File: src/ctrlPkg.sv
/* Shared encodings for the RV32IM pipeline controller
   Only base integer and M opcodes are decoded. Any other opcode is illegal */
`default_nettype none

package ctrlPkg;

  //////////////////////////////
  // Field types
  typedef logic [31:0] instrT;     // Raw instruction word
  typedef logic [4:0]  regAddrT;   // Register file index
  typedef logic [2:0]  funct3T;
  typedef logic [2:0]  aluSelT;    // funct3 for ALU ops, add otherwise
  typedef logic [1:0]  memRwT;     // {read, write}

  typedef enum logic [6:0] {
    opLoad   = 7'b0000011,
    opImm    = 7'b0010011,
    opAuipc  = 7'b0010111,
    opStore  = 7'b0100011,
    opReg    = 7'b0110011,  // R-type and M-type share this
    opLui    = 7'b0110111,
    opBranch = 7'b1100011,
    opJalr   = 7'b1100111,
    opJal    = 7'b1101111
  } opcodeT;

  typedef enum logic [2:0] {immI = 3'd0, immS = 3'd1, immB = 3'd2, immJ = 3'd3, immU = 3'd4} immSrcT;
  typedef enum logic [2:0] {resAlu = 3'd0, resMem = 3'd1, resPc4 = 3'd2, resMdu = 3'd3} resultSrcT;
  typedef enum logic [1:0] {fwdNone = 2'd0, fwdW = 2'd1, fwdM = 2'd2} fwdSelT;

  //////////////////////////////
  // Instruction field positions
  localparam int opcodeLsb = 0;
  localparam int opcodeMsb = 6;
  localparam int rdLsb     = 7;
  localparam int rdMsb     = 11;
  localparam int funct3Lsb = 12;
  localparam int funct3Msb = 14;
  localparam int rs1Lsb    = 15;
  localparam int rs1Msb    = 19;
  localparam int rs2Lsb    = 20;
  localparam int rs2Msb    = 24;
  localparam int funct7Lsb = 25;
  localparam int funct7Msb = 31;

  // funct7 patterns
  localparam logic [6:0] funct7Zero = 7'b0000000;  // Plain R-type, logical shifts
  localparam logic [6:0] funct7Alt  = 7'b0100000;  // sub, sra, srai
  localparam logic [6:0] funct7Mul  = 7'b0000001;  // mul/div group

  localparam regAddrT regZero = 5'd0;  // x0, never written
  localparam int memReadBit  = 1;      // Position inside memRwT
  localparam int memWriteBit = 0;
  localparam int ctrlWordW   = 16;     // Packed decode table row

endpackage

`default_nettype wire

File: src/ctrlIf.sv
/* Bundles between decoder, stage registers and hazard unit
   clk only feeds the clocked checks inside the combinational blocks */
`default_nettype none

interface ctrlIf (input logic clk);
  import ctrlPkg::*;

  logic      regWrite;   // Writes rd
  resultSrcT resultSrc;  // Writeback source
  memRwT     memRw;      // Data memory access
  logic      jump, branch;
  logic      aluSrcA;    // 1 selects PC
  logic      aluSrcB;    // 1 selects immediate
  aluSelT    aluSelect;
  logic      subArith;   // Inverted operand or arithmetic shift
  logic      mdu;        // Multiply/divide unit
  funct3T    funct3;     // Kept for branch compare in E

  modport decoder (input clk, output regWrite, resultSrc, memRw, jump, branch, aluSrcA,
                   aluSrcB, aluSelect, subArith, mdu, funct3);
  modport stage   (input regWrite, resultSrc, memRw, jump, branch, aluSrcA, aluSrcB,
                   aluSelect, subArith, mdu, funct3);
  modport hazard  (input memRw);
endinterface

interface hazardIf (input logic clk);
  import ctrlPkg::*;

  regAddrT rs1E, rs2E, rdE, rdM, rdW;  // Pipelined register indices
  logic    regWriteM, regWriteW;
  memRwT   memRwE;
  logic    mduE;

  modport stage  (output rs1E, rs2E, rdE, rdM, rdW, regWriteM, regWriteW, memRwE, mduE);
  modport hazard (input clk, rs1E, rs2E, rdE, rdM, rdW, regWriteM, regWriteW, memRwE, mduE);
endinterface

`default_nettype wire

File: src/instrDecoder.sv
/* Decode stage control for RV32IM, fully combinational
   Legality is checked exactly on funct3/funct7; an illegal word yields an all-zero bundle */
`default_nettype none

module instrDecoder (
  input  ctrlPkg::instrT   instrD,
  output ctrlPkg::immSrcT  immSrcD,
  output logic             illegalInstrD,
  output ctrlPkg::regAddrT rs1D,
  output ctrlPkg::regAddrT rs2D,
  output ctrlPkg::regAddrT rdD,
  ctrlIf.decoder           ctrl
);
  import ctrlPkg::*;

  opcodeT                 opD;
  funct3T                 funct3D;
  logic [6:0]             funct7D;
  logic                   f7Zero, f7Alt, f7Mul;
  logic                   loadOk, storeOk, immAluOk, regAluOk, branchOk, jalrOk;
  logic [ctrlWordW-1:0]   controlsD;                 // Table row
  logic [2:0]             immSrcBits, resultBits;
  logic                   aluOpD;                    // ALU op uses funct3
  logic                   subD, sraD, sltD, sltuD;

  //////////////////////////////
  // Field extraction
  assign opD     = opcodeT'(instrD[opcodeMsb:opcodeLsb]);
  assign funct3D = instrD[funct3Msb:funct3Lsb];
  assign funct7D = instrD[funct7Msb:funct7Lsb];
  assign rs1D    = instrD[rs1Msb:rs1Lsb];
  assign rs2D    = instrD[rs2Msb:rs2Lsb];
  assign rdD     = instrD[rdMsb:rdLsb];

  //////////////////////////////
  // Exact legality per opcode
  assign f7Zero   = (funct7D == funct7Zero);
  assign f7Alt    = (funct7D == funct7Alt);
  assign f7Mul    = (funct7D == funct7Mul);
  assign loadOk   = (funct3D != 3'b011) & (funct3D[2:1] != 2'b11);  // lb lh lw lbu lhu
  assign storeOk  = ~funct3D[2] & (funct3D != 3'b011);              // sb sh sw
  assign immAluOk = (funct3D == 3'b001) ? f7Zero :                  // slli
                    (funct3D == 3'b101) ? (f7Zero | f7Alt) : 1'b1;  // srli, srai
  assign regAluOk = f7Zero | (f7Alt & ((funct3D == 3'b000) | (funct3D == 3'b101)));
  assign branchOk = (funct3D[2:1] != 2'b01);                        // 010, 011 unused
  assign jalrOk   = (funct3D == 3'b000);

  // Main table
  // regWrite_immSrc_aluSrcA_aluSrcB_memRw_resultSrc_branch_aluOp_jump_mdu_illegal
  always_comb begin
    controlsD = 16'b0_000_0_0_00_000_0_0_0_0_1;  // Illegal
    case (opD)
      opLoad:   if (loadOk)   controlsD = 16'b1_000_0_1_10_001_0_0_0_0_0;
      opStore:  if (storeOk)  controlsD = 16'b0_001_0_1_01_000_0_0_0_0_0;
      opImm:    if (immAluOk) controlsD = 16'b1_000_0_1_00_000_0_1_0_0_0;
      opReg: begin
        if (regAluOk)
          controlsD = 16'b1_000_0_0_00_000_0_1_0_0_0;  // R-ALU
        else if (f7Mul)
          controlsD = 16'b1_000_0_0_00_011_0_0_0_1_0;  // mul/div, any funct3
      end
      opBranch: if (branchOk) controlsD = 16'b0_010_1_1_00_000_1_0_0_0_0;
      opJal:                  controlsD = 16'b1_011_1_1_00_010_0_0_1_0_0;
      opJalr:   if (jalrOk)   controlsD = 16'b1_000_0_1_00_010_0_0_1_0_0;
      opLui:                  controlsD = 16'b1_100_0_1_00_000_0_0_0_0_0;
      opAuipc:                controlsD = 16'b1_100_1_1_00_000_0_0_0_0_0;
      default:                controlsD = 16'b0_000_0_0_00_000_0_0_0_0_1;
    endcase
  end

  assign {ctrl.regWrite, immSrcBits, ctrl.aluSrcA, ctrl.aluSrcB, ctrl.memRw, resultBits,
          ctrl.branch, aluOpD, ctrl.jump, ctrl.mdu, illegalInstrD} = controlsD;
  assign immSrcD        = immSrcT'(immSrcBits);
  assign ctrl.resultSrc = resultSrcT'(resultBits);
  assign ctrl.funct3    = funct3D;

  //////////////////////////////
  // ALU select
  assign sltD  = (funct3D == 3'b010);
  assign sltuD = (funct3D == 3'b011);
  assign subD  = (funct3D == 3'b000) & funct7D[5] & (opD == opReg);  // addi has imm bits here
  assign sraD  = (funct3D == 3'b101) & funct7D[5];                   // sra and srai
  assign ctrl.aluSelect = aluOpD ? funct3D : 3'b000;                 // Address calc adds
  assign ctrl.subArith  = aluOpD & (subD | sraD | sltD | sltuD);

  // Nothing leaves Decode with side effects for an illegal word
  illegalIsQuiet: assert property (@(posedge ctrl.clk)
    illegalInstrD |-> !ctrl.regWrite && (ctrl.memRw == 2'b00));

endmodule

`default_nettype wire

File: src/stagePipe.sv
/* E, M and W control registers plus branch resolution
   Flush beats stall in every stage; stall and flush are levels from the core hazard logic */
`default_nettype none

module stagePipe (
  input  logic                clk,
  input  logic                rstN,
  input  logic                stallE, flushE,
  input  logic                stallM, flushM,
  input  logic                stallW, flushW,
  input  ctrlPkg::regAddrT    rs1D, rs2D, rdD,
  input  logic [1:0]          flagsE,         // {eq, lt}
  ctrlIf.stage                ctrl,
  hazardIf.stage              hz,
  output logic                pcSrcE,
  output logic                aluSrcAE, aluSrcBE,
  output ctrlPkg::aluSelT     aluSelectE,
  output logic                subArithE,
  output ctrlPkg::memRwT      memRwM,
  output logic                regWriteW,
  output ctrlPkg::resultSrcT  resultSrcW,
  output ctrlPkg::regAddrT    rdW
);
  import ctrlPkg::*;

  logic      regWriteE, jumpE, branchE, mduE;
  resultSrcT resultSrcE;
  memRwT     memRwE;
  funct3T    funct3E;
  regAddrT   rs1E, rs2E, rdE;
  logic      regWriteM;
  resultSrcT resultSrcM;
  regAddrT   rdM;
  logic      eqE, ltE, flagE;

  //////////////////////////////
  // Execute register
  always_ff @(posedge clk or negedge rstN) begin
    if (!rstN) begin
      {regWriteE, jumpE, branchE, mduE, aluSrcAE, aluSrcBE, subArithE, memRwE} <= '0;
      {aluSelectE, funct3E, rs1E, rs2E, rdE} <= '0;
      resultSrcE <= resAlu;
    end else if (flushE) begin  // Bubble, even when stalled
      {regWriteE, jumpE, branchE, mduE, aluSrcAE, aluSrcBE, subArithE, memRwE} <= '0;
      {aluSelectE, funct3E, rs1E, rs2E, rdE} <= '0;
      resultSrcE <= resAlu;
    end else if (!stallE) begin
      {regWriteE, jumpE, branchE, mduE} <= {ctrl.regWrite, ctrl.jump, ctrl.branch, ctrl.mdu};
      {aluSrcAE, aluSrcBE, subArithE}   <= {ctrl.aluSrcA, ctrl.aluSrcB, ctrl.subArith};
      memRwE     <= ctrl.memRw;
      aluSelectE <= ctrl.aluSelect;
      funct3E    <= ctrl.funct3;
      resultSrcE <= ctrl.resultSrc;
      {rs1E, rs2E, rdE} <= {rs1D, rs2D, rdD};
    end
  end

  // Branch decision, eq or lt picked by funct3[2], funct3[0] inverts
  assign {eqE, ltE} = flagsE;
  assign flagE  = funct3E[2] ? ltE : eqE;
  assign pcSrcE = jumpE | (branchE & (flagE ^ funct3E[0]));

  //////////////////////////////
  // Memory register
  always_ff @(posedge clk or negedge rstN) begin
    if (!rstN) begin
      {regWriteM, memRwM, rdM} <= '0;
      resultSrcM <= resAlu;
    end else if (flushM) begin
      {regWriteM, memRwM, rdM} <= '0;
      resultSrcM <= resAlu;
    end else if (!stallM) begin
      {regWriteM, memRwM, rdM} <= {regWriteE, memRwE, rdE};
      resultSrcM <= resultSrcE;
    end
  end

  //////////////////////////////
  // Writeback register
  always_ff @(posedge clk or negedge rstN) begin
    if (!rstN) begin
      {regWriteW, rdW} <= '0;
      resultSrcW <= resAlu;
    end else if (flushW) begin
      {regWriteW, rdW} <= '0;
      resultSrcW <= resAlu;
    end else if (!stallW) begin
      {regWriteW, rdW} <= {regWriteM, rdM};
      resultSrcW <= resultSrcM;
    end
  end

  // Hazard view of the pipe
  assign {hz.rs1E, hz.rs2E, hz.rdE} = {rs1E, rs2E, rdE};
  assign {hz.rdM, hz.rdW}           = {rdM, rdW};
  assign hz.regWriteM = regWriteM;
  assign hz.regWriteW = regWriteW;
  assign hz.memRwE    = memRwE;
  assign hz.mduE      = mduE;

  // A stalled stage that is also flushed must come out empty
  flushWinsE: assert property (@(posedge clk) disable iff (!rstN)
    flushE && stallE |=> !regWriteE && !jumpE && !branchE && (memRwE == 2'b00));
  flushWinsM: assert property (@(posedge clk) disable iff (!rstN)
    flushM && stallM |=> !regWriteM && (memRwM == 2'b00));

endmodule

`default_nettype wire

File: src/hazardUnit.sv
/* Forwarding selects and Decode stall requests, combinational
   The surrounding core turns structuralStallD into stallD and flushE */
`default_nettype none

module hazardUnit (
  input  ctrlPkg::regAddrT rs1D, rs2D,
  ctrlIf.hazard            ctrl,
  hazardIf.hazard          hz,
  output ctrlPkg::fwdSelT  forwardAE, forwardBE,
  output logic             structuralStallD
);
  import ctrlPkg::*;

  logic matchDE;                                // Decode reads what E produces
  logic loadStallD, mduStallD, storeStallD;

  // M wins over W since it holds the younger result
  function automatic fwdSelT pickFwd(regAddrT rsE, regAddrT rdM, logic wrM,
                                     regAddrT rdW, logic wrW);
    fwdSelT sel;
    sel = fwdNone;
    if (rsE != regZero) begin
      if (wrM && (rsE == rdM))
        sel = fwdM;
      else if (wrW && (rsE == rdW))
        sel = fwdW;
    end
    return sel;
  endfunction

  //////////////////////////////
  // Forwarding
  assign forwardAE = pickFwd(hz.rs1E, hz.rdM, hz.regWriteM, hz.rdW, hz.regWriteW);
  assign forwardBE = pickFwd(hz.rs2E, hz.rdM, hz.regWriteM, hz.rdW, hz.regWriteW);

  //////////////////////////////
  // Structural stalls
  assign matchDE     = ((rs1D == hz.rdE) | (rs2D == hz.rdE)) & (hz.rdE != regZero);
  assign loadStallD  = hz.memRwE[memReadBit] & matchDE;              // Load data too late
  assign mduStallD   = hz.mduE & matchDE;                            // Multicycle result
  assign storeStallD = ctrl.memRw[memReadBit] & hz.memRwE[memWriteBit]; // Store then load
  assign structuralStallD = loadStallD | mduStallD | storeStallD;

  // x0 reads stay on the register file path
  noFwdFromX0: assert property (@(posedge hz.clk)
    ((hz.rs1E == regZero) |-> (forwardAE == fwdNone)) and
    ((hz.rs2E == regZero) |-> (forwardBE == fwdNone)));

endmodule

`default_nettype wire

File: src/controller.sv
/* Pipeline controller top for a five-stage RV32IM core
   stallD and flushD belong to the Decode instruction register, which lives in the datapath */
`default_nettype none

module controller (
  input  logic                clk,
  input  logic                rstN,
  // Decode
  input  ctrlPkg::instrT      instrD,
  input  logic                stallD, flushD,
  output ctrlPkg::immSrcT     immSrcD,
  output logic                illegalInstrD,
  output ctrlPkg::regAddrT    rs1D, rs2D,
  output logic                structuralStallD,
  // Execute
  input  logic                stallE, flushE,
  input  logic [1:0]          flagsE,           // {eq, lt}
  output logic                pcSrcE,
  output logic                aluSrcAE, aluSrcBE,
  output ctrlPkg::aluSelT     aluSelectE,
  output logic                subArithE,
  output ctrlPkg::fwdSelT     forwardAE, forwardBE,
  // Memory
  input  logic                stallM, flushM,
  output ctrlPkg::memRwT      memRwM,
  // Writeback
  input  logic                stallW, flushW,
  output logic                regWriteW,
  output ctrlPkg::resultSrcT  resultSrcW,
  output ctrlPkg::regAddrT    rdW
);
  import ctrlPkg::*;

  regAddrT rdD;  // Destination heading into E

  ctrlIf   ctrlBus (.clk(clk));  // Decode controls
  hazardIf hazBus  (.clk(clk));  // Pipe state for hazards

  instrDecoder decodeU (
    .instrD, .immSrcD, .illegalInstrD, .rs1D, .rs2D, .rdD,
    .ctrl(ctrlBus.decoder)
  );

  stagePipe pipeU (
    .clk, .rstN, .stallE, .flushE, .stallM, .flushM, .stallW, .flushW,
    .rs1D, .rs2D, .rdD, .flagsE,
    .ctrl(ctrlBus.stage), .hz(hazBus.stage),
    .pcSrcE, .aluSrcAE, .aluSrcBE, .aluSelectE, .subArithE,
    .memRwM, .regWriteW, .resultSrcW, .rdW
  );

  hazardUnit hazardU (
    .rs1D, .rs2D,
    .ctrl(ctrlBus.hazard), .hz(hazBus.hazard),
    .forwardAE, .forwardBE, .structuralStallD
  );

endmodule

`default_nettype wire

File: config.mk
export PLATFORM = sky130hd
export DESIGN_NAME = controller
export DESIGN_NICKNAME = d
export VERILOG_FILES = /design/src/ctrlPkg.sv /design/src/ctrlIf.sv /design/src/instrDecoder.sv /design/src/stagePipe.sv /design/src/hazardUnit.sv /design/src/controller.sv
export SDC_FILE = /design/constraint.sdc
export NUM_CORES = 1
export LEC_CHECK = 0
export ABC_AREA = 0
export BUFFER_PORTS_ARGS = -buffer_cell sky130_fd_sc_hd__buf_2
export CAP_MARGIN = 5
export CORE_MARGIN = 5
export CORE_UTILIZATION = 25
export DETAILED_ROUTE_END_ITERATION = 10
export PLACE_DENSITY = 0.5
export SYNTH_ARGS = -nofsm -noshare
export SYNTH_HDL_FRONTEND = slang
export SYNTH_SLANG_ARGS = --single-unit
File: constraint.sdc
create_clock -name clk -period 2 [get_ports clk]
set_input_delay 0.4 -clock clk [delete_from_list [all_inputs] [get_ports clk]]
set_output_delay 0.4 -clock clk [all_outputs]
set_load 0.1 [all_outputs]
-- Word level (Yosys, flattened, before mapping)
Index checks and enable logic that the tools add are counted.
- flip-flop bits (word level): 53
- bits of input ports: 44
- output and inout bits: 37
- bitwise operators: 24
- reductions and logical operators: 9
- equal/unequal tests: 27
- muxes and demuxes: 60
- operators with widths (kind ; number):
    $pmux 16 s9 ; 1
    $mux 16 ; 5
    $mux 5 ; 10
    $mux 3 ; 11
    $eq 5x5->1 ; 6
    $eq 7x6->1 const B ; 4
    $mux 1 ; 23
    $eq 7x7->1 const B ; 3
    $mux 2 ; 8
    $reduce_bool 5->1 ; 3
    $eq 7x5->1 const B ; 2
    $mux 14 ; 1
    $mux 13 ; 1
    $and 1x1->1 ; 12
    $or 1x1->1 ; 10
    $ne 2x1->1 const B ; 4
    $eq 7x1->1 const B ; 1
    $eq 7x2->1 const B ; 1
    $logic_not 7->1 ; 1
    $eq 3x2->1 const B ; 2
    $logic_and 1x1->1 ; 4
    $eq 3x1->1 const B ; 1
    $eq 3x3->1 const B ; 1
    $logic_not 3->1 ; 1
    other kinds (4) ; 4

-- Logic depth before layout (Yosys ltp)
- depth in word-level cells: 9
- mapped depth: 5

-- By module
From an unflattened synthesis, not the netlist that was laid out.
- cells, all modules: 324
- area total of the unflattened synthesis: 3189.3 um^2
- modules (own cells, without submodules) (module ; cells each ; times used ; area an instance (um^2) ; seq. area each (um^2)):
    stagePipe ; 176 ; 1 ; 2174.6 ; 1301.2
    instrDecoder ; 93 ; 1 ; 614.3 ; 0.0
    hazardUnit ; 55 ; 1 ; 400.4 ; 0.0

-- Worst setup path before layout
No wires, ideal clock.
- path type: register -> output
- from: register pipeU.rdW[2], in the netlist pipeU.hz.rdW[2]
- to: output port forwardBE[0]
- cell stages (with the launch flop): 4
- data required time: 1.600 ns
- buffers on the path: 0
- arrival: 4.426 ns
- setup slack: -2.826 ns
- path through: dfrtp_1 -> xnor2_1 -> nand2_1 -> nor4b_1
- cells in the longest elaborated chain, start to end: 5
- ends and longest elaborated chain (what ; RTL line ; text):
    start: declaration ; stagePipe.sv:22 ; output ctrlPkg::regAddrT rdW
    start signal: assignment ; stagePipe.sv:88 ; {regWriteW, rdW} <= {regWriteM, rdM};
    $eq 5x5->1 ; hazardUnit.sv:25 ; else if (wrW && (rsE == rdW))
    $logic_and 1x1->1 ; hazardUnit.sv:25 ;
    $mux 1 ; hazardUnit.sv:25 ;
    $mux 2 ; hazardUnit.sv:23 ; if (wrM && (rsE == rdM))
    $mux 2 ; hazardUnit.sv:22 ; if (rsE != regZero) begin
    end: declaration ; controller.sv:22 ; output ctrlPkg::fwdSelT forwardAE, forwardBE,
No other way between the ends.

-- Worst setup path in the final report
- from: input port instrD[28]
- to: output port illegalInstrD
- cells in the longest elaborated chain, start to end: 6
- ends and longest elaborated chain (what ; RTL line ; text):
    start: declaration ; controller.sv:9 ; input ctrlPkg::instrT instrD,
    $eq 7x6->1 / $logic_not 7->1 (equally long branches) ; instrDecoder.sv:38, instrDecoder.sv:37 ;
    $or 1x1->1 ; instrDecoder.sv:43 ; (funct3D == 3'b101) ? (f7Zero | f7Alt) : 1'b1;
    $mux 1 ; instrDecoder.sv:43 ;
    $mux 1 ; instrDecoder.sv:42 ; assign immAluOk = (funct3D == 3'b001) ? f7Zero :
    $mux 16 ; instrDecoder.sv:55 ; opImm: if (immAluOk) controlsD = 16'b1_000_0_1_00_000_0_1_0_0_0;
    $pmux 16 s9 * ; instrDecoder.sv:52 ; case (opD)
    end: declaration ; controller.sv:12 ; output logic illegalInstrD,
Mark *: on every way between the ends. The rest lies on a longest branch, timed or not.

==> impl_metrics.toml <==
[sta]
setup_viol = 6
period_share_pct = 118
timing.setup.tns_ns = -1.17
fin_worst_skew_ns = 0.00265
slew_violations = 0
worst_slack_ns = -0.366
hold_ws_ns = 0.0743
period_needed_ns = 2.37
rsz0062_at_grt = "yes"
fmax_ghz = 0.423
hold_viol = 0

[routing]
dr.pass1.iters = 4
viasPerCell = 4.64
drtIter0Drc = 63
vias = 2622
drc = 0
wl_per_cell_um = 15.4
drt.antenna.violating_nets = 0
wl_um = 8710

[global_routing]
gr-total-overflow = 0
grt_pass1_wl_um = 14300
grt_max_degree = 31
grt_pass1_vias = 2775
grt_usage_pct = 12.3
antenna_found_initial = 1

[critical_path]
required_ns = 1.60
worst-path-max-fanout = 3
cp-end-kind = "primary output"
critPathArrivalTime_ns = 1.97
r2r-start = "pipeU.regWriteE"
reg2reg_depth = 3
cp-start-kind = "primary input"
crit_type = "primary input to primary output"
crit_start = "instrD[28]"

[clocking]
clock_latency_ns = 0.28
cts.path.max_buffers = 2
clock-root-buffer = "clkbuf_16"
tritoncts = "yes"
clock-sinks = 49
clk_pin_slew_ns = 0.06
htreeDepth = 2
cts_made_buffers = 5

[logic_synthesis]
ys_seq_elements = 49
ys_seq_area_share_pct = 41.8
async_flop_share_pct = 100
synthFlopType = "dfrtp_1"
ys_types = 52
syn_area_um2 = 2940
synthCells = 305
yosys_warnings = 0
avgSynthCellArea_um2 = 9.63
synth-edff-count = 0
synth_nets = 349

[power_and_ir_drop]
pwr-share-comb_pct = 22.8
switchingPower_uw = 711
p_int_uw = 1780
sequentialPowerShare_pct = 42.4
clockPowerShare_pct = 34.8
leakage_uw = 0.00210
switching_share_pct = 28.6
max-vdd-ir-drop_uv = 374
p_total_uw = 2490
power.density_nw_per_um2 = 570

[final_layout]
seq_area_um2 = 1260
post-route-util_pct = 38.1
final.fill_count = 1161
final_cell_mix = "66 x buf_2, 48 x buf_4, 44 x nor2_1"
area_delta_synth_final_pct = 48.7
n_antenna_cell = 0
nets = 465
drive_gt1_share_pct = 44.8
final_cell_area_um2 = 4370
multi_input_area_um2 = 1740
layout_commonest_cell = "buf_2"

[outcome]
violations = "negative setup slack"
status = "finished, violations left"

[min_path]
min_path_type = "primary input to async pin"

[placement]
portBuffers = 77
dp_hpwl_um = 6790
place_area_um2 = 3960
gp_congestion = 0.810

[die]
ios = 81
start_util_pct = 25.6
die-area_um2 = 14000
dieWidth_um = 118
die_h_um = 118
row_count = 39
core_region_area_um2 = 11500

[job]
cap_violations = 0
-- worst max-delay path, stage by stage --
cell and delay (ns):
buf_6 0.09, or4_4 0.56, o41ai_4 0.27, nor2b_1 0.08
a2111o_2 0.38, buf_12 0.18
-- area by class of cell --
cell class	count	area share, %
Inverter	3	0.258
Clock buffer	7	3.49
Sequential cell	49	28.8
Tap cell	143	4.10
Multi-Input combinational cell	227	39.8
Clock inverter	1	0.115
Timing Repair Buffer	135	23.4
-- per-layer routing --
| layer | track usage [%] | up-vias | part of all wire, % |
|---|---|---|---|
| met5 | 0 | - | 0.080 |
| met4 | 2.27 | 2 | 0.56 |
| met3 | 2.82 | 6 | 4.3 |
| met2 | 21.3 | 54 | 52 |
| met1 | 15.9 | 1269 | 43 |
| li1 | - | 1291 | - |
-- metrics by stage --
| stage | instances | setup slack, ns |
|---|---|---|
| CTS | 562 | -0.361 |
| finish | 565 | -0.366 |
| global placement | 543 | -0.312 |
| floorplan | 305 | -0.474 |
| detailed placement | 543 | -0.355 |
| global route | 565 | -0.400 |
-- state kept, by name, indices dropped and copies added, names as in the netlist, 2 cells and up --
| register | cells |
|---|---|
| pipeU.hz.rs2E | 5 |
| pipeU.hz.rs1E | 5 |
| pipeU.hz.memRwE | 2 |
| pipeU.funct3E | 2 |
| pipeU.aluSelectE | 3 |
| pipeU.hz.rdM | 5 |
| pipeU.resultSrcW | 2 |
| pipeU.hz.rdW | 5 |
| pipeU.memRwM | 2 |
| pipeU.resultSrcM | 2 |
| pipeU.resultSrcE | 2 |
| pipeU.hz.rdE | 5 |
-- power by group through the flow --
stage	combinational, uW	clock [uW]	sequential [uW]
2_1_floorplan	318	0	1070
6_report	567	867	1050
3_3_place_gp	508	0	1070
4_1_cts	558	893	1050
5_1_grt	613	945	1060
3_5_place_dp	513	0	1070
-- Yosys cell counts, types with 3 or more instances --
cell       n  area (um^2)
dfrtp_1   49         1230
nor2_1    49          184
mux2i_1   36          360
xor2_1    19          166
nand2_1   18         67.6
xnor2_1   13          114
o21ai_0   12         60.1
buf_4     11         82.6
clkbuf_1  10         37.5
a21oi_1    8         40.0
nand4_1    6         37.5
nor2b_1    6         37.5
nor3_1     5         25.0
nand3_1    4         20.0
buf_2      3         15.0
inv_1      3         11.3
o22ai_1    3         18.8
o31ai_1    3         22.5
or2_2      3         18.8
or4_1      3         22.5
-- worst paths after layout --
check | end | slack, ns
setup / recovery | illegalInstrD | -0.37
hold / removal | pipeU.hz.rs2E[0] | 0.07
setup reg to reg | pipeU.regWriteE | 0.82
hold reg to reg | pipeU.aluSelectE[2] | 0.48
max in group asynchronous | pipeU.hz.rdW[1] | 1.38
min in group clk | pipeU.hz.rdE[0] | 0.36
-- cells by family (layout without fill, tap and decap cells) --
logic type / Yosys count / after routing / share of synthesized area (%)
AO/OA/AOI/OAI: 45 / 45 / 11.2
XOR/XNOR: 32 / 32 / 9.54
buffers and inverters: 29 / 146 / 5.24
flip-flops: 49 / 49 / 41.8
multiplexers: 36 / 36 / 12.3
other: 1 / 1 / 0.128
AND/OR/NAND/NOR: 113 / 113 / 19.8
-- what timing repair did --
action,CTS,global route
gates resized for setup,27,9
buffers inserted,11,3
endpoints found under the setup margin,7,7
pin swaps,12,6
hold buffers,0,0
No activity file was read; power rests on OpenSTA's default activity.
